### config.mk
export PLATFORM = sky130hd
export DESIGN_NAME = blink_timer
export DESIGN_NICKNAME = d
export VERILOG_FILES = /design/src/hw/blink_timer.sv
export SDC_FILE = /design/constraint.sdc
export NUM_CORES = 1
export LEC_CHECK = 0
export BUFFER_PORTS_ARGS = -buffer_cell sky130_fd_sc_hd__buf_2
export CORE_AREA = 4 4 41 43
export CTS_BUF_LIST = sky130_fd_sc_hd__clkbuf_2 sky130_fd_sc_hd__clkbuf_4 sky130_fd_sc_hd__clkbuf_8
export CTS_CLUSTER_DIAMETER = 200
export DETAILED_ROUTE_END_ITERATION = 10
export DIE_AREA = 0 0 45 47
export SYNTH_ARGS = -nofsm -noshare
export SYNTH_HDL_FRONTEND = slang
export SYNTH_SLANG_ARGS = --single-unit
### constraint.sdc
create_clock -name clk -period 1.5 [get_ports clk]
set_input_delay 0 -clock clk [delete_from_list [all_inputs] [get_ports clk]]
set_output_delay 0 -clock clk [all_outputs]
set_load 0.02 [all_outputs]
### src/hw/blink_timer.sv
`timescale 1ns/100ps

module blink_timer #(
  parameter int unsigned LENGTH = 4
) (
  input  logic clk,
  input  logic rst,
  input  logic run,
  output logic last
);

  // wide enough to hold LENGTH - 1, at least one bit.
  typedef logic [$clog2(LENGTH + 1)-1:0] cnt_t;

  cnt_t count;

  // index of the current run cycle, starting at zero.
  always_ff @(posedge clk) begin
    if (rst) begin
      count <= '0;
    end else if (!run) begin
      count <= '0; // self clear between intervals.
    end else if (last) begin
      count <= '0;
    end else begin
      count <= count + 1'b1;
    end
  end

  // high in run cycle LENGTH - 1.
  assign last = run && (count == cnt_t'(LENGTH - 1));

endmodule

Word level (Yosys, flattened, before mapping)
Index checks and enable logic that the tools add are counted.
{"block": "classes", "add_sub_neg": 1, "eq_ne": 1, "bitwise_logic": 1, "n_reduce_logical": 2}
{"cell": "adder 3 x 1 -> 3 bit (second input constant)", "count": 1}
{"cell": "== test 3 x 2 -> 1 bit (second input constant)", "count": 1}
{"cell": "OR reduction 3 bit", "count": 1}
{"cell": "logical AND 1 bit", "count": 1}
{"cell": "NOT 1 bit", "count": 1}
{"block": "totals", "ff_bits": 3, "output_inout_bits": 1}

Longest topological paths before layout
{"block": "logic_depth", "depth_word": 3, "mapped_depth": 3}

Worst setup path before layout
Ideal clock, no wire load.
{"block": "synth_path", "path_kind": "reg2reg", "start": "reg count[0]", "end": "reg count[2]", "setup_ns": 0.096, "arrival_ns": 0.930, "slack_ns": 0.474, "path_stages_with_launch": 4, "synth_period_minus_slack_ns": 1.026, "path_cell_list": "dfxtp_1 ha_1 ha_1 nor4b_1"}
{"block": "synth_between", "elab_chain_cells": 3, "word_cells_on_any_way": 4, "classes_between": "1 x add/sub; 1 x eq/ne; 2 x reduce/logical"}
{"element": "start: declaration", "line": "15", "source": "cnt_t count;"}
{"element": "start signal: assignment", "line": "26", "source": "count <= count + 1'b1;"}
{"element": "== test 3 x 2 -> 1 bit", "line": "31", "source": "assign last = run && (count == cnt_t'(LENGTH - 1));"}
{"element": "logical AND 1 bit", "line": "31"}
{"element": "OR reduction 3 bit (no line)"}
Several ways; a longest one is shown, not always the timed one.
A chain may end at the register's enable or synchronous reset.

Worst setup path after layout
{"block": "layout_path", "start": "reg count[0]", "end": "out last"}
{"block": "layout_between", "elab_chain_cells": 2}
{"element": "== test 3 x 2 -> 1 bit", "line": "31"}
{"element": "logical AND 1 bit", "line": "31"}
{"element": "end: declaration", "line": "9", "source": "output logic last"}
No other way between the ends.

==> reports/qor.yml <==
floorplan:
  initial_core_util: 0.09712
  core_area_um2: 1301
  row_count: 13
  die_w_um: 45
  ios: 4
  dieArea_um2: 2115
  die_h_um: 47
global_routing:
  grt_pass1_vias: 117
  antenna_found_initial: 0
  grt_overflow_total: 0
  grt_start_max_net_pins: 5
  track_usage: 0.04022
  grt_pass1_wl_um: 455
hold_path:
  hold_class: "in2reg"
logic_synthesis:
  ys.flop_type: "dfxtp_1"
  syn_inst: 10
  synth_enable_flop_cells: 0
  yosysTopAreaCellShare: 0.4752
  synth_warnings: 0
  synth.avg_cell_area_um2: 12.64
  yosys_register_bits: 3
  syn-num-nets: 15
  synthTopCellsByArea: "dfxtp_1 48%, ha_1 20%, nor4b_1 14%, and4bb_2 9.9%, and2_2 5.9%"
  synth_common_cells: "3 x dfxtp_1, 2 x ha_1, 2 x nor4b_1"
  synth.cell_area_um2: 126.4
  synth-seq-area-share: 0.4752
  yosys.cell_types.count: 6
  ys_async_sr_fraction: 0
  synth_most_common_cell: "dfxtp_1"
  synth_top_area_cell: "dfxtp_1"
placed_design:
  port_buffers: 3
  place.gp.congestion: 0.6498
cells_and_area:
  nNetsFinal: 24
  largest_reg_flops: 3
  regArea_um2: 60.06
  utilization: 0.1538
  nFillCells: 154
  largestRegisters: "count (3)"
  area_delta_synth_final_pct: 58.42
  layout-drive-gt1-share: 0.5000
  multi_input_area_um2: 62.56
  top_register: "count"
  antennaDiodeCount: 0
setup_path:
  start_kind: "register"
  cp_max_fo: 4
  cp.required_ns: 1.50
  crit_arrival_ns: 1.27
  cp-end-kind: "output pin"
  path_class: "reg2out"
clock_tree:
  clk_latency_ns: 0.23
  cts.path.max_buffers: 2
  path_clk_slew_ns: 0.04
  cts_sinks: 3
  cts_root_buf: "clkbuf_4"
  post_cts.repair.setup_buffers: 0
  cts_tree: "built"
  htreeDepth: 1
  numCtsBuffers: 3
timing:
  drv_slew: 0
  relSlewSlack: 0.8385
  period_minus_slack_ns: 1.274
  hold_violations: 0
  setup_tns_ns: 0
  skew_ns: 0.0006218
  rsz0062_at_grt: "false"
  fmax_mhz: 785.2
  setup_violations: 0
  fin_crit_sh: 0.8490
  max_slew.worst_pin.slew_ns: 0.2389
routing:
  drc: 0
  wl_um: 228
  wl_per_cell_um: 6.909
  ant_nets: 0
  firstDrtPassIters: 2
  vias_per_cell: 3.030
  via_count: 100
  drtIter0Drc: 1
pwr:
  pwr-share-comb: 0.044
  clkPwrFrac: 0.623
  switchingPower_mw: 0.04529
  leakagePower_nw: 0.08721
  ir_drop_uv: 461.7
  seq_power_share: 0.333
  power.internal_mw: 0.2075
  cellPowerDensity_nw_per_um2: 1262
  switching_share: 0.1792
flow_run:
  drv_cap: 0
status:
  status: "finished clean"
[layout make-up]
class	instances	area share
well taps	15	0.09375
clock buffers	4	0.1500
inverters	1	0.01875
flip-flops and latches	3	0.3000
repair buffers	4	0.1250
multi-input cells	6	0.3125
[what timing repair did]
item / CTS / global route
hold buffers: 1 / 0
hold endpoints to repair: 2 / 0
resized for setup: 0 / 0
[layout by cell type, fill, tap and decap left out]
cell type and count:
nor4b_1 2, inv_1 1, ha_1 2, buf_2 3, and2_2 1, dfxtp_1 3
clkbuf_4 4, and4bb_2 1, dlygate4sd3_1 1
[power groups by stage]
stage	clock [mW]	sequential [mW]	combinational (mW)
6_report	0.157	0.0841	0.0112
5_1_grt	0.181	0.0840	0.0134
4_1_cts	0.167	0.0840	0.0111
3_5_place_dp	0	0.0853	0.00914
3_3_place_gp	0	0.0852	0.00881
2_1_floorplan	0	0.0850	0.00438
[metal layers]
layer  GRT usage  vias up  share of wire
met4     0.03509        0              0
li1            -       52              -
met5           0        -              0
met3     0.06897        0           0.24
met1     0.03394       41           0.51
met2     0.03390        7           0.24
[worst paths after layout]
| kind | start | to | slack, ns | cells after the start |
|---|---|---|---|---|
| hold / removal | run | count[2] | 0.06 | 2 |
| hold reg to reg | count[0] | count[0] | 0.43 | 1 |
| setup / recovery | count[0] | last | 0.23 | 4 |
| setup reg to reg | count[0] | count[0] | 0.38 | 3 |
[through the flow]
step	cells	setup slack (ns)	hold WS [ns]	area, µm²	total power, mW
after floorplan	10	0.4740	0.07734	126.4	0.08940
after global placement	28	0.4100	0.2025	160.2	0.09405
after detailed placement	28	0.3876	0.2069	160.2	0.09442
after CTS	33	0.2144	0.05249	200.2	0.2622
after global routing	33	0.1569	0.05669	200.2	0.2781
final	33	0.2265	0.06431	200.2	0.2527
[worst max-delay path: stages, from the launching register on]
cell	delay (ns)
dfxtp_1	0.31
ha_1	0.20
ha_1	0.22
and2_2	0.17
buf_2	0.15
[cells by family (layout without fill, tap and decap cells)]
logic type,count (synthesis),in the layout,synth area share
adders and majority gates,2,2,0.1980
DFF,3,3,0.4753
and+or+nand+nor,4,4,0.2971
buffers and inverters,1,9,0.02967
(Power assumes the default switching activity.)
