## config.mk

```make
export PLATFORM = sky130hd
export DESIGN_NAME = cursor_move
export DESIGN_NICKNAME = d
export VERILOG_FILES = /design/src/hw/cursor_pkg.sv /design/src/hw/cursor_move.sv
export SDC_FILE = /design/constraint.sdc
export NUM_CORES = 1
export LEC_CHECK = 0
export BUFFER_PORTS_ARGS = -buffer_cell sky130_fd_sc_hd__buf_4
export CAP_MARGIN = 30
export CORE_MARGIN = 4
export CORE_UTILIZATION = 44
export CTS_CLUSTER_DIAMETER = 60
export DETAILED_ROUTE_END_ITERATION = 12
export PLACE_DENSITY = 0.65
export SLEW_MARGIN = 10
export SYNTH_ARGS = -nofsm -noshare
export SYNTH_HDL_FRONTEND = slang
export SYNTH_SLANG_ARGS = --single-unit
```

## constraint.sdc

```tcl
create_clock -name clk -period 1.72 [get_ports clk]
set_input_delay 0.344 -clock clk [delete_from_list [all_inputs] [get_ports clk]]
set_output_delay 0.344 -clock clk [all_outputs]
set_load 0.01 [all_outputs]
```

## src/hw/cursor_pkg.sv

```systemverilog
package cursor_pkg;

  // frame geometry.
  localparam int unsigned FRAME_DIM = 64;

  typedef logic [$clog2(FRAME_DIM)-1:0] coord_t;
  typedef logic [7:0]                   pixel_t;

  // position after reset, centre of the frame.
  localparam coord_t CURSOR_HOME_X = coord_t'(32);
  localparam coord_t CURSOR_HOME_Y = coord_t'(32);

  // cursor colours.
  localparam pixel_t PIXEL_WHITE = 8'hff;
  localparam pixel_t PIXEL_BLACK = 8'h00;

  // hold interval lengths in clock cycles.
  localparam int unsigned WHITE_CYCLES = 8;
  localparam int unsigned BLACK_CYCLES = 5;

  // one blink takes WHITE_CYCLES + BLACK_CYCLES + 4 cycles.
  typedef enum logic [2:0] {
    idle        = 3'b000,
    paint_white = 3'b001,
    hold_white  = 3'b010,
    paint_black = 3'b011,
    hold_black  = 3'b100,
    done        = 3'b101
  } blink_state_t;

endpackage

```

## src/hw/cursor_move.sv

```systemverilog
`timescale 1ns/100ps

module cursor_move import cursor_pkg::*; (
  input  logic   clk,
  input  logic   rst,
  input  logic   step_left,
  input  logic   step_right,
  input  logic   step_up,
  input  logic   step_down,
  output coord_t cursor_x,
  output coord_t cursor_y
);

  coord_t pos_x;
  coord_t pos_y;
  coord_t next_x;
  coord_t next_y;

  // one step along an axis, wrapping at both frame edges.
  function automatic coord_t step_axis(
    input coord_t pos,
    input logic   dec,
    input logic   inc
  );
    coord_t result;
    result = pos;
    if (inc && !dec) begin
      if (pos == coord_t'(FRAME_DIM - 1)) begin
        result = '0;
      end else begin
        result = pos + 1'b1;
      end
    end else if (dec && !inc) begin
      if (pos == '0) begin
        result = coord_t'(FRAME_DIM - 1);
      end else begin
        result = pos - 1'b1;
      end
    end
    return result; // opposite pulses cancel.
  endfunction

  always_comb begin
    next_x = step_axis(pos_x, step_left, step_right);
    next_y = step_axis(pos_y, step_up, step_down); // y grows downwards.
  end

  always_ff @(posedge clk) begin
    if (rst) begin
      pos_x <= CURSOR_HOME_X;
      pos_y <= CURSOR_HOME_Y;
    end else begin
      pos_x <= next_x;
      pos_y <= next_y;
    end
  end

  assign cursor_x = pos_x;
  assign cursor_y = pos_y;

endmodule

```

# --- After elaboration in Yosys (flattened, before gate mapping) ---
# Cells that the tools add are included.
totals:
  out_inout_bits: 12
  word_cells: 28
  in_bits: 6
  reg_bits: 12
classes:
  mux: 8
  n_eq_ne: 2
  reduce_logical: 12
  addsub: 4
op_table:
  columns: ["operator", "count"]
  rows:
  - ["$mux W6", 8]
  - ["$add A6 B1 Y6 const B", 2]
  - ["$eq A6 B6 Y1 const B", 2]
  - ["$logic_not A6 Y1", 2]
  - ["$sub A6 B1 Y6 const B", 2]
  - ["$logic_and A1 B1 Y1", 4]
  - ["$logic_not A1 Y1", 4]
  - ["$reduce_bool A2 Y1", 2]

# --- Depth between registers and ports, before layout ---
# Gate-level depths: netlist of the first run.
logic_depth:
  depth_word: 4
  depth_mapped: 7
  ltp_nobuf: 6

# --- Worst setup path after synthesis of the first run ---
# No wires, ideal clock.
synth_timing:
  path_type: "reg-to-reg"
  startpoint: "register pos_y[3] (netlist: cursor_y[3])"
  endpoint: "register pos_y[5] (netlist: cursor_y[5])"
  stages_incl_launch_ff: 6
  t_arrival_ns: 1.459
  period_less_slack_ns: 1.532
  setup_slack_ns: 0.188
  path_buffers: 1
  t_required_ns: 1.647
  cell_sequence: "dfxtp_1 buf_2 inv_1 o31a_1 or4_1 o211ai_2"
synth_via:
  elab_chain_len: 4
synth_rtl:
  columns: ["item", "line_no", "rtl"]
  rows:
  - ["from (decl)", "cursor_move.sv:15", "coord_t pos_y;"]
  - ["from (signal assigned)", "cursor_move.sv:54", "pos_y <= next_y;"]
  - ["$sub A6 B1 Y6 or $logic_not A6 Y1 (tied branches)", "cursor_move.sv:37, cursor_move.sv:34", null]
  - ["$mux W6", "cursor_move.sv:34", "if (pos == '0) begin"]
  - ["$mux W6", "cursor_move.sv:33", "end else if (dec && !inc) begin"]
  - ["$mux W6 *", "cursor_move.sv:27", "if (inc && !dec) begin"]
# Every way passes the cells marked *; elsewhere a longest branch is shown, timed or not. The select of a mux whose other input is x is not followed.
# A chain may end at the register's enable or synchronous reset.

# --- Final worst setup path of the first run ---
# Ends and elaborated chain as after synthesis.

==> run metrics, run 1 <==
Worst Reg2Reg Path Length in Cells=4; register area=240.2 µm²; Final ANT Viol Nets=0; Required @ worst endpoint=1920 ps; R2R Setup Slk=160 ps; Hold WS=around 350 ps; PwrDens=877.3 nW/µm²; Hold Crit Class=input pin to register; CP Buf/Inv Count=1; top fanout value on the critical path=8; Max clock buf depth=2; Sw Ratio=39.93%; CTS resizes=0; library cells used by synthesis=43; placed inst area=1232 µm²; Worst Skew=between 6 and 7 ps; Critical Path AT=1760 ps; Clk pwr share=15.7%; pin count of the biggest net entering global routing=17; synthesized flop and latch total=12; RR Endpoint=cursor_y[5]; WS Path Type=register to register; Crit. End Element=register; hpwl dp=between 2 and 2.5 mm; IO Pins=18; Hold EP=cursor_x[4]; DRT Pass-1 Iters=4; Synth area leaders=dfxtp_1 (23%), ha_1 (9.7%), a21oi_1 (6.8%), inv_1 (5.1%), nor2_1 (5.1%); Final Cell Area=1255 µm²; Crit path max-delay family=simple AND/OR/NAND/NOR gates; Antenna Cells=0; share of total power in combinational logic=approximately half; Synth top area share=23.39%; FMAX=641.0 MHz; wirelength, routed=between 2 and 3 mm; Hold-fix buffers, CTS=0; WP depth=4; Avg Inst Size Synth=7.390 µm²; vias in the first global route=1025; Int Pwr=0.6614 mW; Layout area overhead=22.17%; Die H=56.32 µm; post-DR wirelength/cell=14.34 µm; H-tree depth=1; DR vias/cell=6.138; CP Launch Type=register; Skew-Pair Late Insertion Delay=270 ps; Switch Pwr=roughly 0.44 mW; Worst-path clk slew=80 ps; Peak supply drop=0.5389 mV; min cycle time layout=1560 ps; filler cell count=around 230; slowest stage cell, crit path=or4_1; Synth top cells by count=a21oi_1 (14), inv_1 (14), nor2_1 (14); CP max stage delay=roughly 530 ps; Setup crit start=cursor_y[3]; synthesized area=around 1000 µm²; final cycle utilization of the critical path=about nine tenths; final setup violation count=0; Post-Synthesis Cells=139; Clock Sinks=12; initial core utilization=46.44%; RePlAce Congestion=just under 0.9; initial DRC count=35; P_leak=0.5462 nW; hold depth=2; top cell type by total area after synthesis=dfxtp_1; CTS root buffer=clkbuf_4; area of the die=3171 µm²; CTS tree=built; Total Routing Usage GR=between 10% and 20%; row count=17; layout cell share with drive strength beyond 1=22.98%; Seq/Total Area, Yosys=23.39%; EDFF count, synth=0; ys flop type=dfxtp_1; Fin Setup TNS=0 ps; die width=roughly 56 µm; core area=2212 µm²; Async S/R FF share, synth=0%; first-pass GRT wire length=4.298 mm; RSZ-0062 raised after global routing=no; Final Hold Violating Endpoints=0; CP Cell Sequence=inv_1 > o31a_1 > or4_1 > o211ai_2; Worst Hold Launch=rst; initial antenna violation count=0; total CTS buffers=3; reg2reg start=cursor_y[3]; Synth Warn #=0; DR vias=1160; Max Slew Vio Count=0; Setup Fix Bufs, Post-CTS=0; I/O Buffers=17; Slew @ Worst Pin=between 500 and 600 ps; status=complete, no violations; # nets final=177; Flop pwr share=a little over a third; area occupied by multi-input gates=698.2 µm²; DRC=0; overflow left after global routing=0; maxcap violations=0; syn_nets=about 150; Slew headroom=a little under two thirds
==> registers in the layout, summed over array words and instances, names as in the netlist <==
name	count
cursor_x	6
cursor_y	6
==> cell usage in the layout, fill, tap and decap left out, types with 3 or more instances in the layout <==
cell type / count
ha_1: 8
buf_4: 27
nor3_1: 7
nand3_1: 8
a31oi_1: 4
nand4_1: 4
nor2_1: 14
o21ai_0: 5
a21oi_1: 14
dfxtp_1: 12
clkbuf_4: 3
inv_1: 14
==> logic make-up (layout without fill, tap and decap cells) <==
kind of cell / after synthesis / count (layout) / share of synthesized area [%]
AND/OR/NAND/NOR: 51 / 51 / 28.01
AO/OA/AOI/OAI: 43 / 43 / 28.50
buffers and inverters: 23 / 45 / 8.647
flip-flops: 12 / 12 / 23.39
adder cells (fa/ha/maj): 8 / 8 / 9.745
XOR/XNOR: 2 / 2 / 1.706
==> worst max path at each step <==
stage                  end  slack, ps
2_1_floorplan  cursor_y[5]        190
3_3_place_gp   cursor_x[3]        120
3_5_place_dp   cursor_x[3]         50
4_1_cts        cursor_y[5]        160
5_1_grt        cursor_y[5]         80
6_report       cursor_y[5]        160
==> layout make-up <==
class / instances / area share, %
multi-input combinational: 104 / 55.63
sequential: 12 / 19.14
timing repair buffer: 27 / 16.15
inverter: 15 / 4.487
tap: 28 / 2.792
clock buffer: 3 / 1.795
==> power by group through the flow <==
stage | Clock, mW | Sequential, mW | Combinational, mW
final | 0.173 | 0.386 | 0.542
after detailed placement | 0 | 0.391 | 0.538
after global placement | 0 | 0.391 | 0.525
after floorplan | 0 | 0.406 | 0.329
after CTS | 0.178 | 0.384 | 0.539
after global routing | 0.193 | 0.393 | 0.592
==> metal layers <==
layer | share of wire [%] | global-route usage (%) | up-vias
li1 | - | - | 559
met1 | 41 | 19.17 | 546
met2 | 52 | 30.22 | 53
met3 | 5.4 | 2.529 | 2
met4 | 0.77 | 7.797 | 0
met5 | 0 | 0 | -
==> per-stage QoR <==
stage	utilization, %	std cells	worst slack, ps	power, mW
global placement	55.71	186	121.8	0.9156
finish	56.73	189	159.9	1.101
global route	56.73	189	78.13	1.177
floorplan	-	139	188.2	0.7340
CTS	56.73	189	163.2	1.101
detailed placement	55.71	186	54.45	0.9285
No activity file was read; power rests on OpenSTA's default activity.
==> run 2, diff against run 1 <==
Settings changed: PLACE_DENSITY 0.65 to 0.76.
==> run 2 against run 1 <==
  * Critical path depth unchanged
  * First-iteration DRC count increased by 29%
  * Register-to-register slack barely moved
  * Highest routed layer unchanged
  * Largest cell class unchanged
  * Clock skew shrank 2.2 ps
  * Critical endpoint unchanged
==> run metrics, run 2 (synthesized netlist as in run 1, its figures left out) <==
# nets final=179 (+1.1%); Antenna Cells=0 (unchanged); Setup crit start=cursor_y[2]; min cycle time layout=1572 ps (+11.87 ps); Worst Skew=4.623 ps (-2.155 ps); Max clock buf depth=2 (unchanged); Hold-fix buffers, CTS=0 (unchanged); RePlAce Congestion=0.9051 (+2.5%); vias in the first global route=1042 (+1.7%); initial core utilization=46.44% (unchanged); hpwl dp=2.058 mm (+0.21%); Slew @ Worst Pin=461.7 ps (-78.53 ps); DR vias=1116 (-3.8%); Peak supply drop=0.7354 mV (+36%); wirelength, routed=2.658 mm (-2.0%); Place WS=153.9 ps (+99.49 ps); Total Routing Usage GR=17.80% (+1.0 points); final cycle utilization of the critical path=91.39% (+0.69 points); core area=2212 µm² (unchanged); P_leak=0.5638 nW (+3.2%); Crit. End Element=register; die width=56.32 µm (unchanged); FMAX=636.1 MHz (-0.75%); pin count of the biggest net entering global routing=15 (-2); Slew headroom=68.82% (+4.8 points); area occupied by multi-input gates=698.2 µm² (unchanged); top fanout value on the critical path=10 (+2); H-tree depth=1 (unchanged); maxcap violations=0 (unchanged); DR vias/cell=5.813 (-5.3%); register area=240.2 µm² (unchanged); Fin Setup TNS=0 ps (unchanged); reg2reg start=cursor_y[2]; DRC=0 (unchanged); layout cell share with drive strength beyond 1=24.39% (+1.4 points); I/O Buffers=17 (unchanged); Skew-Pair Late Insertion Delay=280 ps (about the same); overflow left after global routing=0 (unchanged); final setup violation count=0 (unchanged); commonest non-fill, non-tap cell in the layout=buf_4; final worst slack=148.0 ps (-11.87 ps); post-DR wirelength/cell=13.84 µm (-3.5%); Setup Fix Bufs, Post-CTS=0 (unchanged); Final Hold Violating Endpoints=0 (unchanged); Critical Path AT=1790 ps (+30 ps); PwrDens=905.1 nW/µm² (+3.2%); CP Launch Type=register; filler cell count=222 (-2.2%); Layout area overhead=24.97%; Clock Sinks=12 (unchanged); Max Slew Vio Count=0 (unchanged); Hold Crit Class=input pin to register; RSZ-0062 raised after global routing=no; area of the die=3171 µm² (unchanged); post-route core utilization=58.03% (+1.3 points); IO Pins=18 (unchanged); initial antenna violation count=0 (unchanged); Worst Reg2Reg Path Length in Cells=4 (unchanged); most frequent cells in the layout=buf_4 (29), inv_1 (14), a21oi_1 (14), nor2_1 (14), dfxtp_1 (12); DRT Pass-1 Iters=4 (unchanged); Worst Hold Launch=rst; Die H=56.32 µm (unchanged); row count=17 (unchanged); hold depth=2 (unchanged); WS Path Type=register to register; Required @ worst endpoint=1940 ps (+20 ps); CTS root buffer=clkbuf_4; total CTS buffers=3 (unchanged); CTS tree=built; Final ANT Viol Nets=0 (unchanged); status=complete, no violations; first-pass GRT wire length=4.629 mm (+7.7%); initial DRC count=45 (+29%); Worst-path clk slew=80 ps (about the same); CTS resizes=0 (unchanged)
==> run 2: cell type report <==
class                   instances  share of cell area [%]
multi-input cells             104                   54.39
well taps                      28                   2.729
inverters                      15                   4.386
repair buffers                 29                   16.96
clock buffers                   4                   2.827
flip-flops and latches         12                   18.71
==> run 2: through the flow <==
step                hold WS [ps]  instance area, µm²  power [mW]  std cells
finish                     343.2                1284       1.162        192
global route               343.6                1284       1.249        192
CTS                        334.3                1284       1.164        192
detailed placement         562.5                1247      0.9271        188
global placement           542.3                1247      0.9081        188
floorplan                  454.4                1027      0.7340        139
==> run 2: report_power, final <==
part	internal, mW	switching [mW]	total, mW
clock	0.129	0.106	0.235
combinational	0.260	0.282	0.542
sequential	0.323	0.0618	0.385
total	0.712	0.450	1.16
==> run 2: final timing paths <==
path | endpoint | slack, ps
setup / recovery | cursor_y[5] | 150
hold / removal | cursor_x[4] | 340
setup reg to reg | cursor_y[5] | 150
hold reg to reg | cursor_x[1] | 570
==> run 2: critical path: stages (launching register included) <==
cell and delay, ps:
dfxtp_1 460, nand3_1 160, o31a_1 280, or4_1 520
o211ai_2 80
==> run 2: layer usage <==
layer	wire, µm	vias to the layer above	GRT usage, %	share of wire (%)
li1	-	566	-	-
met1	1188	517	23.82	45
met3	163	4	5.287	6.1
met5	0	-	0	0
met2	1271	29	28.38	48
met4	35	0	3.390	1.3
==> run 3, diff against run 2 <==
Settings changed: CORE_ASPECT_RATIO set to 0.9.
==> run 3 against run 2 <==
  * Sequential cell count unchanged
  * Utilization increased by 1.2 points
  * Sequential share of layout area is 0.31 points lower
  * Non-clock buffer count grew 3
  * Final area up 1.7%
  * Critical path depth unchanged
  * Setup slack gained 41 ps
  * Fmax rose by 2.6%
  * Largest cell class unchanged
  * Highest routed layer unchanged
==> run metrics, run 3 (synthesized netlist as in run 1, its figures left out) <==
Max Slew Vio Count=0 (unchanged); Hold Crit Class=input pin to register; DRT Pass-1 Iters=4 (unchanged); # nets final=182 (+1.7%); Setup Fix Bufs, Post-CTS=0 (unchanged); P_leak=0.5792 nW (+2.7%); layout cell share with drive strength beyond 1=25.75% (+1.4 points); wirelength, routed=2.836 mm (+6.7%); final setup violation count=0 (unchanged); initial antenna violation count=0 (unchanged); initial core utilization=46.65% (+0.21 points); Clock Sinks=12 (unchanged); reg2reg start=cursor_y[3]; row count=16 (-1); Die H=53.84 µm (-4.4%); Layout area overhead=27.04%; core area=2202 µm² (-0.45%); post-route core utilization=59.26% (+1.2 points); RePlAce Congestion=0.9165 (+1.3%); DR vias/cell=6.067 (+4.4%); maxcap violations=0 (unchanged); PwrDens=903.7 nW/µm² (-0.15%); vias in the first global route=1005 (-3.6%); overflow left after global routing=0 (unchanged); slowest stage cell, crit path=or4_1; DR vias=1177 (+5.5%); Final Hold Violating Endpoints=0 (unchanged); commonest non-fill, non-tap cell in the layout=buf_4; RR Endpoint=cursor_y[5]; Worst-path clk slew=80 ps (about the same); CTS root buffer=clkbuf_4; initial DRC count=28 (-38%); Total Routing Usage GR=19.03% (+1.2 points); CTS tree=built; Final ANT Viol Nets=0 (unchanged); CP Launch Type=register; Slew headroom=70.91% (+2.1 points); first-pass GRT wire length=4.581 mm (-1.0%); I/O Buffers=17 (unchanged); Skew-Pair Late Insertion Delay=280 ps (about the same); Worst Reg2Reg Path Length in Cells=4 (unchanged); top fanout value on the critical path=9 (-1); final cycle utilization of the critical path=89.04% (-2.4 points); most frequent cells in the layout=buf_4 (32), inv_1 (14), a21oi_1 (14), nor2_1 (14), dfxtp_1 (12); Hold EP=cursor_y[1]; WS Path Type=register to register; CP Buf/Inv Count=1 (+1); Antenna Cells=0 (unchanged); DRC=0 (unchanged); R2R Setup Slk=190 ps (+40 ps); Critical Path AT=1740 ps (-50 ps); RSZ-0062 raised after global routing=no; Hold WS=353.2 ps (+9.978 ps); Crit path max-delay family=simple AND/OR/NAND/NOR gates; Hold-fix buffers, CTS=0 (unchanged); Required @ worst endpoint=1930 ps (about the same); Max clock buf depth=2 (unchanged); hold depth=2 (unchanged); Placed Cells=190 (+1.1%); Slew @ Worst Pin=436.3 ps (-25.32 ps); die width=58.93 µm (+4.6%); H-tree depth=1 (unchanged); FMAX=653.0 MHz (+2.6%); Peak supply drop=0.5409 mV (-26%); min cycle time layout=1531 ps (-40.55 ps); Crit. End Element=register; CP Cell Sequence=inv_1 > o31a_1 > or4_1 > o211ai_2; CP max stage delay=520 ps (about the same); Worst Hold Launch=rst; IO Pins=18 (unchanged); hpwl dp=2.150 mm (+4.5%); Fin Setup TNS=0 ps (unchanged); area of the die=3173 µm² (about the same); Post-Layout Cell Count=194 (+1.0%); status=complete, no violations; Worst Skew=5.256 ps (+0.6332 ps); pin count of the biggest net entering global routing=15 (unchanged); CTS resizes=0 (unchanged); post-DR wirelength/cell=14.62 µm (+5.6%); total CTS buffers=3 (unchanged)
run 3: cell types whose count changed in the layout (fill, tap and decap cells not counted), sizes merged:
cell	delta
buf	+3
run 3: stage by stage:
step	setup WS, ps	power (mW)	area (µm²)
2_1_floorplan	188.2	0.7340	1027
3_3_place_gp	150.3	0.9307	1269
3_5_place_dp	126.7	0.9455	1269
4_1_cts	195.8	1.181	1305
5_1_grt	50.20	1.262	1305
6_report	188.6	1.179	1305
run 3: cell type report:
cell class	instances	area [µm²]
multi-input combinational	104	698.2
inverter	15	56.30
clock buffer	4	36.28
fill	211	897.1
timing repair buffer	32	240.2
tap	27	33.78
sequential	12	240.2
run 3: worst max path at each step:
stage                  end        start  cells past startpoint
3_5_place_dp   cursor_x[3]    step_left                      6
4_1_cts        cursor_y[5]  cursor_y[3]                      4
5_1_grt        cursor_x[4]  cursor_x[0]                      6
3_3_place_gp   cursor_x[1]    step_left                      8
2_1_floorplan  cursor_y[5]  cursor_y[3]                      5
6_report       cursor_y[5]  cursor_y[3]                      4
run 3: worst reg2reg max path: cells and delay by family, from the launching register on:
kind	cells	cell delay (ps)
AO/OA/AOI/OAI	2	390
flip-flops	1	470
buffers and inverters	1	90
AND/OR/NAND/NOR	1	520
run 3: report_power, final:
group	total (mW)	internal, mW	switching [mW]
Clock	0.233	0.129	0.104
Combinational	0.564	0.270	0.294
Sequential	0.383	0.323	0.0601
Total	1.18	0.722	0.458
run 3: layer usage:
metal  track usage, %  up-vias  part of all wire [%]
li1                 -      571                     -
met1            27.18      546                    46
met2            29.23       56                    44
met3            4.317        4                   8.6
met4            3.774        0                  0.95
met5                0        -                     0
