<file path="config.mk">
export PLATFORM = sky130hd
export DESIGN_NAME = cursor_blink_ctrl_flat
export DESIGN_NICKNAME = d
export VERILOG_FILES = /design/src/hw/cursor_pkg.sv /design/src/hw/pixel_write_if.sv /design/src/hw/cursor_blink_ctrl.sv /design/src/flat_wrapper.sv
export SDC_FILE = /design/constraint.sdc
export NUM_CORES = 1
export LEC_CHECK = 0
export BUFFER_PORTS_ARGS = -buffer_cell sky130_fd_sc_hd__buf_2
export CORE_MARGIN = 5
export CORE_UTILIZATION = 30
export DETAILED_ROUTE_END_ITERATION = 7
export PLACE_DENSITY = 0.69
export SYNTH_ARGS = -nofsm -noshare
export SYNTH_HDL_FRONTEND = slang
export SYNTH_SLANG_ARGS = --single-unit
</file>
<file path="constraint.sdc">
create_clock -name clk -period 1.7 [get_ports clk]
set_clock_uncertainty 0.1 [all_clocks]
set_input_delay 0.425 -clock clk [delete_from_list [all_inputs] [get_ports clk]]
set_output_delay 0.425 -clock clk [all_outputs]
set_load 0.005 [all_outputs]
</file>
<file path="src/hw/cursor_pkg.sv">
package cursor_pkg;

  // frame geometry.
  localparam int unsigned FRAME_DIM = 64;

  typedef logic [$clog2(FRAME_DIM)-1:0] coord_t;
  typedef logic [7:0]                   pixel_t;

  // position after reset, centre of the frame.
  localparam coord_t CURSOR_HOME_X = coord_t'(32);
  localparam coord_t CURSOR_HOME_Y = coord_t'(32);

  // cursor colours.
  localparam pixel_t PIXEL_WHITE = 8'hff;
  localparam pixel_t PIXEL_BLACK = 8'h00;

  // hold interval lengths in clock cycles.
  localparam int unsigned WHITE_CYCLES = 8;
  localparam int unsigned BLACK_CYCLES = 5;

  // one blink takes WHITE_CYCLES + BLACK_CYCLES + 4 cycles.
  typedef enum logic [2:0] {
    idle        = 3'b000,
    paint_white = 3'b001,
    hold_white  = 3'b010,
    paint_black = 3'b011,
    hold_black  = 3'b100,
    done        = 3'b101
  } blink_state_t;

endpackage

</file>
<file path="src/hw/pixel_write_if.sv">
`timescale 1ns/100ps

interface pixel_write_if import cursor_pkg::*; ();

  logic   we;   // one write per cycle while high.
  coord_t x;
  coord_t y;
  pixel_t data;

  modport source (
    output we,
    output x,
    output y,
    output data
  );

  modport sink (
    input we,
    input x,
    input y,
    input data
  );

endinterface

</file>
<file path="src/hw/cursor_blink_ctrl.sv">
`timescale 1ns/100ps

module cursor_blink_ctrl import cursor_pkg::*; (
  input  logic          clk,
  input  logic          rst,
  input  logic          blink,
  input  coord_t        cursor_x,
  input  coord_t        cursor_y,
  input  logic          white_last,
  input  logic          black_last,
  output logic          white_run,
  output logic          black_run,
  pixel_write_if.source wr,
  output logic          blink_done
);

  blink_state_t state;
  blink_state_t next_state;

  coord_t lat_x;
  coord_t lat_y;

  always_comb begin
    next_state = state;
    unique case (state)
      idle: begin
        if (blink) begin
          next_state = paint_white;
        end
      end
      paint_white: next_state = hold_white;
      hold_white: begin
        if (white_last) begin
          next_state = paint_black;
        end
      end
      paint_black: next_state = hold_black;
      hold_black: begin
        if (black_last) begin
          next_state = done;
        end
      end
      done: next_state = idle;
      default: next_state = idle;
    endcase
  end

  always_ff @(posedge clk) begin
    if (rst) begin
      state <= idle;
    end else begin
      state <= next_state;
    end
  end

  // position is frozen once a blink starts.
  always_ff @(posedge clk) begin
    if (state == idle) begin
      lat_x <= cursor_x;
      lat_y <= cursor_y;
    end
  end

  always_comb begin
    wr.we      = 1'b0;
    wr.data    = PIXEL_BLACK;
    white_run  = 1'b0;
    black_run  = 1'b0;
    blink_done = 1'b0;
    unique case (state)
      paint_white: begin
        wr.we   = 1'b1;
        wr.data = PIXEL_WHITE;
      end
      hold_white:  white_run = 1'b1;
      paint_black: wr.we = 1'b1;
      hold_black:  black_run = 1'b1;
      done:        blink_done = 1'b1;
      default: begin
        wr.we = 1'b0; // idle.
      end
    endcase
  end

  assign wr.x = lat_x;
  assign wr.y = lat_y;

endmodule

</file>
<file path="src/flat_wrapper.sv">
// flat-port wrapper written by rule: the top's interface ports become plain ports
module cursor_blink_ctrl_flat import cursor_pkg::*;
  (clk, rst, blink, cursor_x, cursor_y, white_last, black_last, white_run, black_run, blink_done, wr_we, wr_x, wr_y, wr_data);
  pixel_write_if wr_i ();
  input  logic clk;
  input  logic rst;
  input  logic blink;
  input  coord_t cursor_x;
  input  coord_t cursor_y;
  input  logic white_last;
  input  logic black_last;
  output logic white_run;
  output logic black_run;
  output logic blink_done;
  output wire logic [$bits(wr_i.we)-1:0] wr_we;
  output wire logic [$bits(wr_i.x)-1:0] wr_x;
  output wire logic [$bits(wr_i.y)-1:0] wr_y;
  output wire logic [$bits(wr_i.data)-1:0] wr_data;
  assign wr_we = wr_i.we;
  assign wr_x = wr_i.x;
  assign wr_y = wr_i.y;
  assign wr_data = wr_i.data;
  cursor_blink_ctrl u_core (.clk(clk), .rst(rst), .blink(blink), .cursor_x(cursor_x), .cursor_y(cursor_y), .white_last(white_last), .black_last(black_last), .white_run(white_run), .black_run(black_run), .wr(wr_i), .blink_done(blink_done));
endmodule
</file>
; After elaboration in Yosys (flattened, before gate mapping)
; Index checks and enable logic that the tools add are counted.
[op_classes]
n_addsub = 0
multipliers = 0
div = 0
order_cmp = 0
n_eq_ne = 8
shifts = 0
n_mux = 9
bitwise_logic = 0
reduce_logical = 3
[ops]
columns = op, n
row1 = one-hot mux 3 bit (5 select lines), 1
row2 = 2-to-1 mux 3 bit, 3
row3 = 2-to-1 mux 8 bit, 1
row4 = equality test 3 x 2 -> 1 bit (second input constant), 2
row5 = equality test 3 bit (second input constant), 2
row6 = != test 2 bit (second input constant), 3
row7 = 2-to-1 mux 1 bit, 4
row8 = equality test 3 x 1 -> 1 bit (second input constant), 1
row9 = logical NOT 3 bit, 1
row10 = AND reduction 3 bit, 1
row11 = OR reduction 2 bit, 1
[word_totals]
ff_bits = 15
latchBits = 0
ram_bits = 0
romBits = 0
in_bits = 17
output_inout_bits = 24
word_cells = 23
memories = 0

; Longest topological paths before layout
; Gate-level depths: netlist (run 1).
[depth]
ltp_word = 3
mapped_depth = 4
mapped_depth_nobuf = 3

; Worst setup path after synthesis (run 1)
; No wires, ideal clock.
[synth_path]
path_kind = reg2reg
start = register u_core.state[1]
end = register u_core.lat_x[0], in the netlist u_core.wr.x[0], enable pin
setup_time_ns = 0.396
arrival_ns = 1.360
required_time_ns = 1.204
setup_slack_ns = -0.156
stages_incl_launch_ff = 3
path_buffers = 1
period_less_slack_ns = 1.856
path_cell_list = dfxtp_1 > buf_2 > nor3_1
[synth_via]
elab_chain_cells = 1
[synth_lines]
columns = item, line_no
row1 = "start, declared", cursor_blink_ctrl.sv:17  ; blink_state_t state;
row2 = "start signal, assigned", cursor_blink_ctrl.sv:50  ; state <= idle;
row3 = "start signal, assigned", cursor_blink_ctrl.sv:52  ; state <= next_state;
row4 = logical NOT 3 bit, cursor_blink_ctrl.sv:58  ; if (state == idle) begin
row5 = "end signal, assigned", cursor_blink_ctrl.sv:59  ; lat_x <= cursor_x;
row6 = "end, declared", cursor_blink_ctrl.sv:20  ; coord_t lat_x;
; Every way passes these cells.
; A chain may end at the register's enable or synchronous reset.

; Final worst setup path (run 1)
[layout_path]
start = register u_core.state[2]
end = output port wr_data[7]
[layout_via]
elab_chain_cells = 2
[layout_lines]
columns = item, line_no
row1 = equality test 3 x 1 -> 1 bit, cursor_blink_ctrl.sv:70  ; unique case (state)
row2 = 2-to-1 mux 8 bit, cursor_blink_ctrl.sv:70
row3 = "end, declared", flat_wrapper.sv:18  ; output wire logic [$bits(wr_i.data)-1:0] wr_data;
; Every way passes these cells.

==> out/metrics.cfg, run 1 <==
[finish]
layout_common_cells = 40 x buf_2, 12 x edfxtp_1, 4 x buf_4
fin_cells = 104
utilization_pct = 44.6
antennaDiodeCount = 0
area_delta_synth_final_pct = 45.2
fin_area_um2 = 848
final_common_cell = buf_2
drive_above_1_share_pct = 72.7
fin_nets = 95

[critical_path]
cp-start-kind = register
worstRegToRegCells = 3
cp_max_fo = 8
ff2ff_setup_slack_ns = 0.48
critPathCaptureType = output port
worst_ep_arrival_time_ns = 1.10
r2r_end = u_core.wr.y[1]
cp.required_ns = 1.17
rr_startpoint = u_core.state[0]
worstSetupPathType = reg -> out

[power_and_ir_drop]
ir_worst_vdd_mv = 0.418
p_leak_nw = 0.399
p_switching_w = 0.000222
p_comb_share_pct = 23.9
p_int_w = 0.000680
power.share.switching_pct = 24.6
p_seq_share_pct = 55.6
p_clk_share_pct = 20.6
power.density_mw_per_mm2 = 1060

[sta]
fmax_ghz = 0.615
final_max_slew_viol_count = 0
final.min_clock_period_ns = 1.63
worst_pin_slew_ns = 0.254
hold_viol_final = 0
max_slew_margin_pct = 82.9
rsz0062_at_grt = true
fin_tns_setup_ns = 0
period_share_pct = 95.7
setup_viol = 0
hold_slack_ns = 0.231

[min_path]
min_to = u_core.wr.x[1]
hold_class = in -> reg
hold_depth = 1
worstHoldStart = cursor_x[1]

[die]
fp.dieH_um = 54.1
start_util_pct = 30.7
dieArea_mm2 = 0.00293
dieWidth_um = 54.1
ios = 41
row_count = 16
core_mm2 = 0.00190

[cts]
cts_buffer_depth = 2
cts_sinks = 15
worstSkewPairLatency_ns = 0.26
cts-buffers-inserted = 3
ctsHoldBuffers = 0
ctsHtreeMaxLevel = 1
cts_root_buf = clkbuf_4
clk_pin_slew_ns = 0.08
cts_tree = yes

[global_route]
grt_max_degree = 13
antenna_found_initial = 0
overflow = 0
grtUsageTotal_pct = 7.32
grt_pass1_wl_mm = 1.52
grt_pass1_vias = 389

[place]
port_buffers = 40
dp.cells = 98
place.gp.congestion = 0.687
placed_area_um2 = 783
hpwl_um = 916

[logic_synthesis]
syn_nets = 54
synth_cells = 37
synth-seq-area-share_pct = 71.9
synth_seq_cells = 15
synth_warnings = 0
ys_types = 16
mappedNetlistArea_um2 = 584
avgSynthCellArea_um2 = 15.8

[route]
wl_mm = 1.14
viasPerCell = 3.98
ant_nets = 0
avgRoutedWirePerCell_um = 11.0
drc_errors = 0
drt_first_pass_iters = 1
drt_iter0_drc = 0
via_count = 414

[run_status]
status = completed

[job]
cap_violations = 0

cell type report:
type | instances | area [µm²]
tap | 27 | 33.8
sequential | 15 | 429
fill | 175 | 1050
multi-input combinational | 14 | 129
clock buffer | 4 | 26.3
timing repair buffer | 44 | 230
power by group through the flow:
stage | clock network (W) | registers, W | logic (W)
after floorplan | 0 | 0.000511 | 0.000113
after global placement | 0 | 0.000506 | 0.000203
after detailed placement | 0 | 0.000507 | 0.000206
after CTS | 0.000197 | 0.000502 | 0.000210
after global routing | 0.000219 | 0.000508 | 0.000237
final | 0.000186 | 0.000502 | 0.000216
cell usage after synthesis, drive strengths merged:
cell type	count	area (µm²)
nor3b	2	20.0
buf	8	57.6
nor3	2	10.0
a211oi	1	7.51
and3b	1	8.76
dfxtp	3	60.1
xnor2	1	8.76
edfxtp	12	360
a21oi	1	5.00
nor2	1	3.75
a2111oi	1	15.0
nand2b	1	6.26
nor2b	3	21.3
worst max-delay path: stages (launching register included):
cell	delay (ns)
dfxtp_4	0.38
nor2b_4	0.12
nor2b_4	0.20
buf_2	0.14
cells by family after synthesis:
| kind of cell | synth area share (%) |
|---|---|
| AO/OA/AOI/OAI | 4.71 |
| buffers and inverters | 9.85 |
| XOR/XNOR | 1.50 |
| flip-flops | 71.9 |
| AND/OR/NAND/NOR | 12.0 |
worst max-delay path by stage:
stage                               start          to  cells past startpoint
after floorplan           u_core.state[0]  wr_data[1]                      3
after global placement    u_core.state[2]  wr_data[5]                      3
final                     u_core.state[2]  wr_data[7]                      3
after global routing      u_core.state[2]  wr_data[6]                      3
after CTS                 u_core.state[2]  wr_data[7]                      3
after detailed placement  u_core.state[2]  wr_data[7]                      3
stage by stage:
step                      setup WS, ns  total power [W]
final                           0.0730         0.000903
after global routing          -0.00513         0.000964
after CTS                       0.0261         0.000909
after detailed placement         0.213         0.000713
after global placement           0.268         0.000709
after floorplan                 0.0647         0.000624
metal layers:
| metal | part of all wire, % | vias up | global-route usage [%] | wire length, µm |
|---|---|---|---|---|
| met2 | 39 | 35 | 10.8 | 439 |
| met1 | 42 | 173 | 9.08 | 484 |
| met5 | 0 | - | 0 | 0 |
| met4 | 0 | 0 | 4.98 | 0 |
| li1 | - | 206 | - | - |
| met3 | 19 | 0 | 2.22 | 216 |
what timing repair did:
item / 4_1_cts / 5_1_grt
endpoints found under the setup margin: 10 / 9
resized for setup: 3 / 5
setup buffers: 0 / 2
registers in the layout, indices dropped and copies added (netlist names):
signal        count
u_core.state      3
u_core.wr.y       6
u_core.wr.x       6
Power figures use the tool's default switching activity.
==> run 2: changes to the inputs <==
--- a/config.mk
+++ b/config.mk
@@ -5,11 +5,13 @@
 export SDC_FILE = /design/constraint.sdc
 export NUM_CORES = 1
 export LEC_CHECK = 0
+export ABC_AREA = 1
 export BUFFER_PORTS_ARGS = -buffer_cell sky130_fd_sc_hd__buf_2
 export CORE_MARGIN = 5
 export CORE_UTILIZATION = 30
 export DETAILED_ROUTE_END_ITERATION = 7
-export PLACE_DENSITY = 0.69
+export PLACE_DENSITY = 0.68
 export SYNTH_ARGS = -nofsm -noshare
 export SYNTH_HDL_FRONTEND = slang
 export SYNTH_SLANG_ARGS = --single-unit
+export TNS_END_PERCENT = 50
==> run 2 against run 1 <==
  * Wire length increased by 9.7%
  * Global-route usage rose by 1.1 points
  * Clock power about the same
  * Utilization is 0.66 points lower
  * Sequential share of layout area decreased by 0.88 points
  * Final cell count rose by 12%
  * Cell area is 0.59% higher
  * Synthesized area up 2.8%
  * Power up 3.4%
  * Register-to-register slack got worse by 0.04 ns
==> out/metrics.cfg, run 2 <==
[logic_synthesis]
synth-xor-area-share_pct = 0  ; was 1.50%
synthFlopType = edfxtp_1  ; unchanged
mappedNetlistArea_um2 = 601  ; was 584 µm²
synth_top_area_share_pct = 60.0  ; was 61.7%
syn_nets = 65  ; was 54
netlist_top_cells_count = 12 x edfxtp_1, 7 x buf_4, 7 x inv_1  ; was 12 x edfxtp_1, 7 x buf_4, 3 x dfxtp_1
synthTopCellsByArea = edfxtp_1 60%, dfxtp_1 10%, buf_4 8.8%  ; was edfxtp_1 62%, dfxtp_1 10%, buf_4 9.0%
synthMuxAreaShare_pct = 0  ; unchanged
synth-simple-area-share_pct = 11.9  ; was 12.0%
avgSynthCellArea_um2 = 12.5  ; was 15.8 µm²
async_reset_ff_share_pct = 0  ; unchanged
synth-edff-count = 12  ; unchanged
synth_cells = 48  ; was 37
synth-seq-area-share_pct = 70.0  ; was 71.9%
synth_warnings = 0  ; unchanged
synth_seq_cells = 15  ; unchanged
ys_types = 14  ; was 16
synth.most_common_cell = edfxtp_1  ; unchanged
synth_compound_area_share_pct = 3.13  ; was 4.71%
synth_top_family_by_area = buffers and inverters  ; was simple AND/OR/NAND/NOR gates
synth_fa_ha_area_share_pct = 0  ; unchanged
synth_top_cell_by_area = edfxtp_1  ; unchanged

[route]
avgRoutedWirePerCell_um = 10.8  ; was 11.0 µm
via_count = 475  ; was 414
drt_first_pass_iters = 2  ; was 1
wl_mm = 1.25  ; was 1.14 mm
ant_nets = 0  ; unchanged
drc_errors = 0  ; unchanged
drt_iter0_drc = 4  ; was 0
viasPerCell = 4.09  ; was 3.98

[cts]
worstSkewPairLatency_ns = 0.27  ; was 0.26 ns
cts_root_buf = clkbuf_4  ; unchanged
cts_sinks = 15  ; unchanged
clk_pin_slew_ns = 0.08  ; about the same
ctsHoldBuffers = 0  ; unchanged
cts_buffer_depth = 2  ; unchanged
cts-buffers-inserted = 3  ; unchanged
ctsHtreeMaxLevel = 1  ; unchanged
cts_tree = yes  ; unchanged

[place]
placed_area_um2 = 790  ; was 783 µm²
place.gp.congestion = 0.798  ; was 0.687
dp_slack_ns = 0.267  ; was 0.213 ns
hpwl_um = 985  ; was 916 µm
port_buffers = 40  ; unchanged

[sta]
final.min_clock_period_ns = 1.62  ; was 1.63 ns
setup_viol = 0  ; unchanged
final_max_slew_viol_count = 0  ; unchanged
max_slew_margin_pct = 85.6  ; was 82.9%
period_share_pct = 95.1  ; was 95.7%
setup_ws_ns = 0.0836  ; was 0.0730 ns
fmax_ghz = 0.619  ; was 0.615 GHz
hold_slack_ns = 0.224  ; was 0.231 ns
fin_tns_setup_ns = 0  ; unchanged
worst_pin_slew_ns = 0.217  ; was 0.254 ns
hold_viol_final = 0  ; unchanged

[finish]
final_common_cell = buf_2  ; unchanged
antennaDiodeCount = 0  ; unchanged
layout_common_cells = 40 x buf_2, 12 x edfxtp_1, 7 x inv_1  ; was 40 x buf_2, 12 x edfxtp_1, 4 x buf_4
fin_area_um2 = 853  ; was 848 µm²
fill_cells = 197  ; was 175
drive_above_1_share_pct = 65.2  ; was 72.7%
multi_input_area_um2 = 109  ; was 129 µm²
regArea_um2 = 424  ; was 429 µm²
area_delta_synth_final_pct = 42.1  ; was 45.2%
fin_nets = 107  ; was 95

[critical_path]
worstSetupPathType = reg -> out  ; unchanged
cp_max_fo = 4  ; was 8
critPathCaptureType = output port  ; unchanged
cp.required_ns = 1.17  ; about the same
worst_ep_arrival_time_ns = 1.09  ; was 1.10 ns
cp-start-kind = register  ; unchanged

[power_and_ir_drop]
power.share.switching_pct = 27.1  ; was 24.6%
p_leak_nw = 0.418  ; was 0.399 nW
ir_worst_vdd_mv = 0.400  ; was 0.418 mV
power.density_mw_per_mm2 = 1090  ; was 1060 mW/mm²
p_int_w = 0.000680  ; about the same
p_comb_share_pct = 25.5  ; was 23.9%
p_clk_share_pct = 20.1  ; was 20.6%
p_seq_share_pct = 54.5  ; was 55.6%
p_switching_w = 0.000254  ; was 0.000222 W

[die]
fp.dieH_um = 54.7  ; was 54.1 µm
ios = 41  ; unchanged
dieWidth_um = 54.7  ; was 54.1 µm
dieArea_mm2 = 0.00300  ; was 0.00293 mm²
row_count = 16  ; unchanged
start_util_pct = 30.9  ; was 30.7%
core_mm2 = 0.00194  ; was 0.00190 mm²

[job]
cap_violations = 0  ; unchanged

[global_route]
grtUsageTotal_pct = 8.38  ; was 7.32%
grt_max_degree = 13  ; unchanged
grt_pass1_vias = 408  ; was 389
grt_pass1_wl_mm = 1.67  ; was 1.52 mm
antenna_found_initial = 0  ; unchanged
overflow = 0  ; unchanged

[min_path]
hold_class = in -> reg  ; unchanged

[run_status]
status = completed  ; unchanged

run 2: cell count changes after synthesis, moves of 2 or more:
cell and delta:
nand2_1 +2, nand3_1 +3, nand4_1 +2, nor2b_1 -2
inv_1 +7, inv_2 +3, nor2_2 +2
run 2: what timing repair did:
action | CTS | global route
setup endpoints to repair | 8 | 9
setup buffers | 0 | 2
resized for setup | 1 | 5
pin swaps | 0 | 1
cloned | 0 | 1
run 2: metal layers:
layer | vias to the layer above | wire length (µm) | share of wire [%] | GRT usage (%)
li1 | 235 | - | - | -
met1 | 207 | 476 | 38 | 8.31
met2 | 33 | 562 | 45 | 13.2
met3 | 0 | 212 | 17 | 4.36
met4 | 0 | 0 | 0 | 6.22
met5 | - | 0 | 0 | 0
run 2: critical path, cell delays in order (launching register included):
cell and delay [ns]:
dfxtp_2 0.39, inv_1 0.09, nor3_1 0.19, buf_2 0.15
run 2: stage by stage:
stage          utilization, %  power (W)  std cells
2_1_floorplan               -   0.000644         48
3_3_place_gp             40.7   0.000731        109
3_5_place_dp             40.7   0.000735        109
4_1_cts                  42.3   0.000933        113
5_1_grt                  43.9   0.000999        116
6_report                 43.9   0.000934        116
run 2: worst paths after layout:
kind | start | endpoint | slack [ns] | cells after the start
worst min-delay path | cursor_y[2] | u_core.wr.y[2] | 0.22 | 1
worst max-delay path | u_core.state[0] | blink_done | 0.08 | 3
worst min register to register | u_core.state[1] | u_core.state[2] | 0.47 | 2
worst max register to register | u_core.state[1] | u_core.wr.y[1] | 0.44 | 4
run 2: final cells by class:
class / count / share of cell area, %
Clock buffer: 4 / 3.08
Tap cell: 27 / 3.96
Sequential cell: 15 / 49.7
Inverter: 10 / 4.40
Timing Repair Buffer: 43 / 26.1
Multi-Input combinational cell: 17 / 12.8
run 2: cell families (layout without fill, tap and decap cells):
kind of cell           Yosys count  after routing
buffers and inverters           17             57
flip-flops                      15             15
AND/OR/NAND/NOR                 13             14
AO/OA/AOI/OAI                    3              3
run 2: power by group through the flow:
stage	Clock (W)	Combinational, W	Sequential, W
5_1_grt	0.000219	0.000267	0.000513
4_1_cts	0.000202	0.000229	0.000502
3_5_place_dp	0	0.000226	0.000509
6_report	0.000187	0.000238	0.000509
2_1_floorplan	0	0.000127	0.000517
3_3_place_gp	0	0.000224	0.000508
==> run 3: changes to the inputs <==
==> constraint.sdc (replaced) <==
create_clock -name clk -period 1.7 [get_ports clk]
set_clock_uncertainty 0.1 [all_clocks]
set_input_delay 0.085 -clock clk [delete_from_list [all_inputs] [get_ports clk]]
set_output_delay 0.085 -clock clk [all_outputs]
set_load 0.005 [all_outputs]
==> run 3 against run 2 <==
  * Worst setup slack gained 0.22 ns
  * Critical path depth increased by 1
  * Clock-buffer cell count is the same
  * Critical endpoint is now wr_data[1]
==> out/metrics.cfg, run 3 (synthesis results as in run 2) <==
[critical_path]
rr_startpoint = u_core.state[1]  ; unchanged
max_stage_delay_ns = 0.35  ; was 0.39 ns
cp-start-kind = register  ; unchanged
path_delay_family = flip-flops  ; unchanged
cp.required_ns = 1.51  ; was 1.17 ns
crit_start = u_core.state[2]  ; was u_core.state[0]
worst_path_max_delay_cell = dfxtp_1  ; was dfxtp_2
ff2ff_setup_slack_ns = 0.41  ; was 0.44 ns
critPathCaptureType = output port  ; unchanged
cp_cell_sequence = inv_2 -> nand2_1 -> nor2_2 -> buf_2  ; was inv_1 -> nor3_1 -> buf_2
cp_max_fo = 9  ; was 4
worstSetupPathType = reg -> out  ; unchanged
worst_ep_arrival_time_ns = 1.21  ; was 1.09 ns
critPathBufInv = 2  ; unchanged

[route]
drc_errors = 0  ; unchanged
via_count = 504  ; was 475
ant_nets = 0  ; unchanged
drt_iter0_drc = 1  ; was 4
wl_mm = 1.26  ; was 1.25 mm
avgRoutedWirePerCell_um = 9.97  ; was 10.8 µm
drt_first_pass_iters = 2  ; unchanged
viasPerCell = 4.00  ; was 4.09

[sta]
period_share_pct = 82.0  ; was 95.1%
fin_tns_setup_ns = 0  ; unchanged
worst_pin_slew_ns = 0.248  ; was 0.217 ns
rsz0062_at_grt = false
max_slew_margin_pct = 83.4  ; was 85.6%
hold_viol_final = 0  ; unchanged
hold_slack_ns = 0.0970  ; was 0.224 ns
final_max_slew_viol_count = 0  ; unchanged
final.min_clock_period_ns = 1.39  ; was 1.62 ns
setup_viol = 0  ; unchanged
fmax_ghz = 0.717  ; was 0.619 GHz

[cts]
cts_sinks = 15  ; unchanged
cts_root_buf = clkbuf_4  ; unchanged
worstSkewPairLatency_ns = 0.26  ; was 0.27 ns
ctsHoldBuffers = 13  ; was 0
cts_buffer_depth = 2  ; unchanged
cts-buffers-inserted = 3  ; unchanged
ctsResizeCount = 0  ; was 1
ctsHtreeMaxLevel = 1  ; unchanged
cts_tree = yes  ; unchanged
clk_pin_slew_ns = 0.08  ; about the same
cts_setup_buffers = 0  ; unchanged

[place]
place.gp.congestion = 0.799  ; was 0.798
dp.cells = 109  ; unchanged
hpwl_um = 980  ; was 985 µm
placed_area_um2 = 790  ; unchanged
port_buffers = 40  ; unchanged

[finish]
layout_common_cells = 40 x buf_2, 13 x dlygate4sd3_1, 12 x edfxtp_1  ; was 40 x buf_2, 12 x edfxtp_1, 7 x inv_1
drive_above_1_share_pct = 51.5  ; was 65.2%
area_delta_synth_final_pct = 57.5  ; was 42.1%
fill_cells = 183  ; was 197
fin_cells = 126  ; was 116
fin_area_um2 = 946  ; was 853 µm²
final_common_cell = buf_2  ; unchanged
fin_nets = 117  ; was 107
antennaDiodeCount = 0  ; unchanged

[global_route]
antenna_found_initial = 0  ; unchanged
overflow = 0  ; unchanged
grt_pass1_wl_mm = 1.86  ; was 1.67 mm
grt_pass1_vias = 465  ; was 408
grtUsageTotal_pct = 9.00  ; was 8.38%
grt_max_degree = 13  ; unchanged

[die]
row_count = 16  ; unchanged
dieWidth_um = 54.7  ; unchanged
core_mm2 = 0.00194  ; unchanged
dieArea_mm2 = 0.00300  ; unchanged
ios = 41  ; unchanged
start_util_pct = 30.9  ; unchanged
fp.dieH_um = 54.7  ; unchanged

[power_and_ir_drop]
p_leak_nw = 0.460  ; was 0.418 nW
power.density_mw_per_mm2 = 978  ; was 1090 mW/mm²
ir_worst_vdd_mv = 0.443  ; was 0.400 mV
power_w = 0.000925  ; was 0.000934 W

[min_path]
hold_class = in -> reg  ; unchanged
worstHoldStart = blink  ; was cursor_y[2]

[job]
cap_violations = 0  ; unchanged

[run_status]
status = completed  ; unchanged

## run 3: tightest hold or removal path: stages
cell and delay [ns]:
buf_2 0.09, inv_1 0.05, nand3_1 0.07, nand4_1 0.09, nor2_1 0.04
## run 3: area by class of cell
cell class                 count  area [µm²]  area share, %
tap                           27        33.8           3.57
inverter                      10        37.5           3.97
clock buffer                   4        26.3           2.78
timing repair buffer          54         338           35.7
sequential                    15         420           44.4
multi-input combinational     16        90.1           9.52
## run 3: worst paths after layout
check                         end  depth (start not counted)
setup / recovery       wr_data[1]                          4
hold / removal    u_core.state[0]                          5
setup reg to reg   u_core.wr.y[5]                          4
hold reg to reg   u_core.state[2]                          2
## run 3: stage by stage
| step | setup slack (ns) | utilization (%) |
|---|---|---|
| after CTS | 0.282 | 48.7 |
| after global routing | 0.161 | 48.7 |
| after detailed placement | 0.415 | 40.7 |
| final | 0.306 | 48.7 |
| after floorplan | 0.111 | - |
| after global placement | 0.431 | 40.7 |
## run 3: report_power, final
group / leakage [nW] / internal, W / total [W] / switching [W]
sequential: 0.145 / 0.000475 / 0.000499 / 0.0000233
clock: 0.0150 / 0.0000906 / 0.000182 / 0.0000913
combinational: 0.300 / 0.000121 / 0.000244 / 0.000123
total: 0.460 / 0.000687 / 0.000925 / 0.000238
## run 3: layer usage
layer,vias up,track usage [%],wire (µm)
li1,254,-,-
met1,217,9.14,524
met2,33,15.9,565
met3,0,3.81,165
met4,0,3.73,0
met5,-,0,0
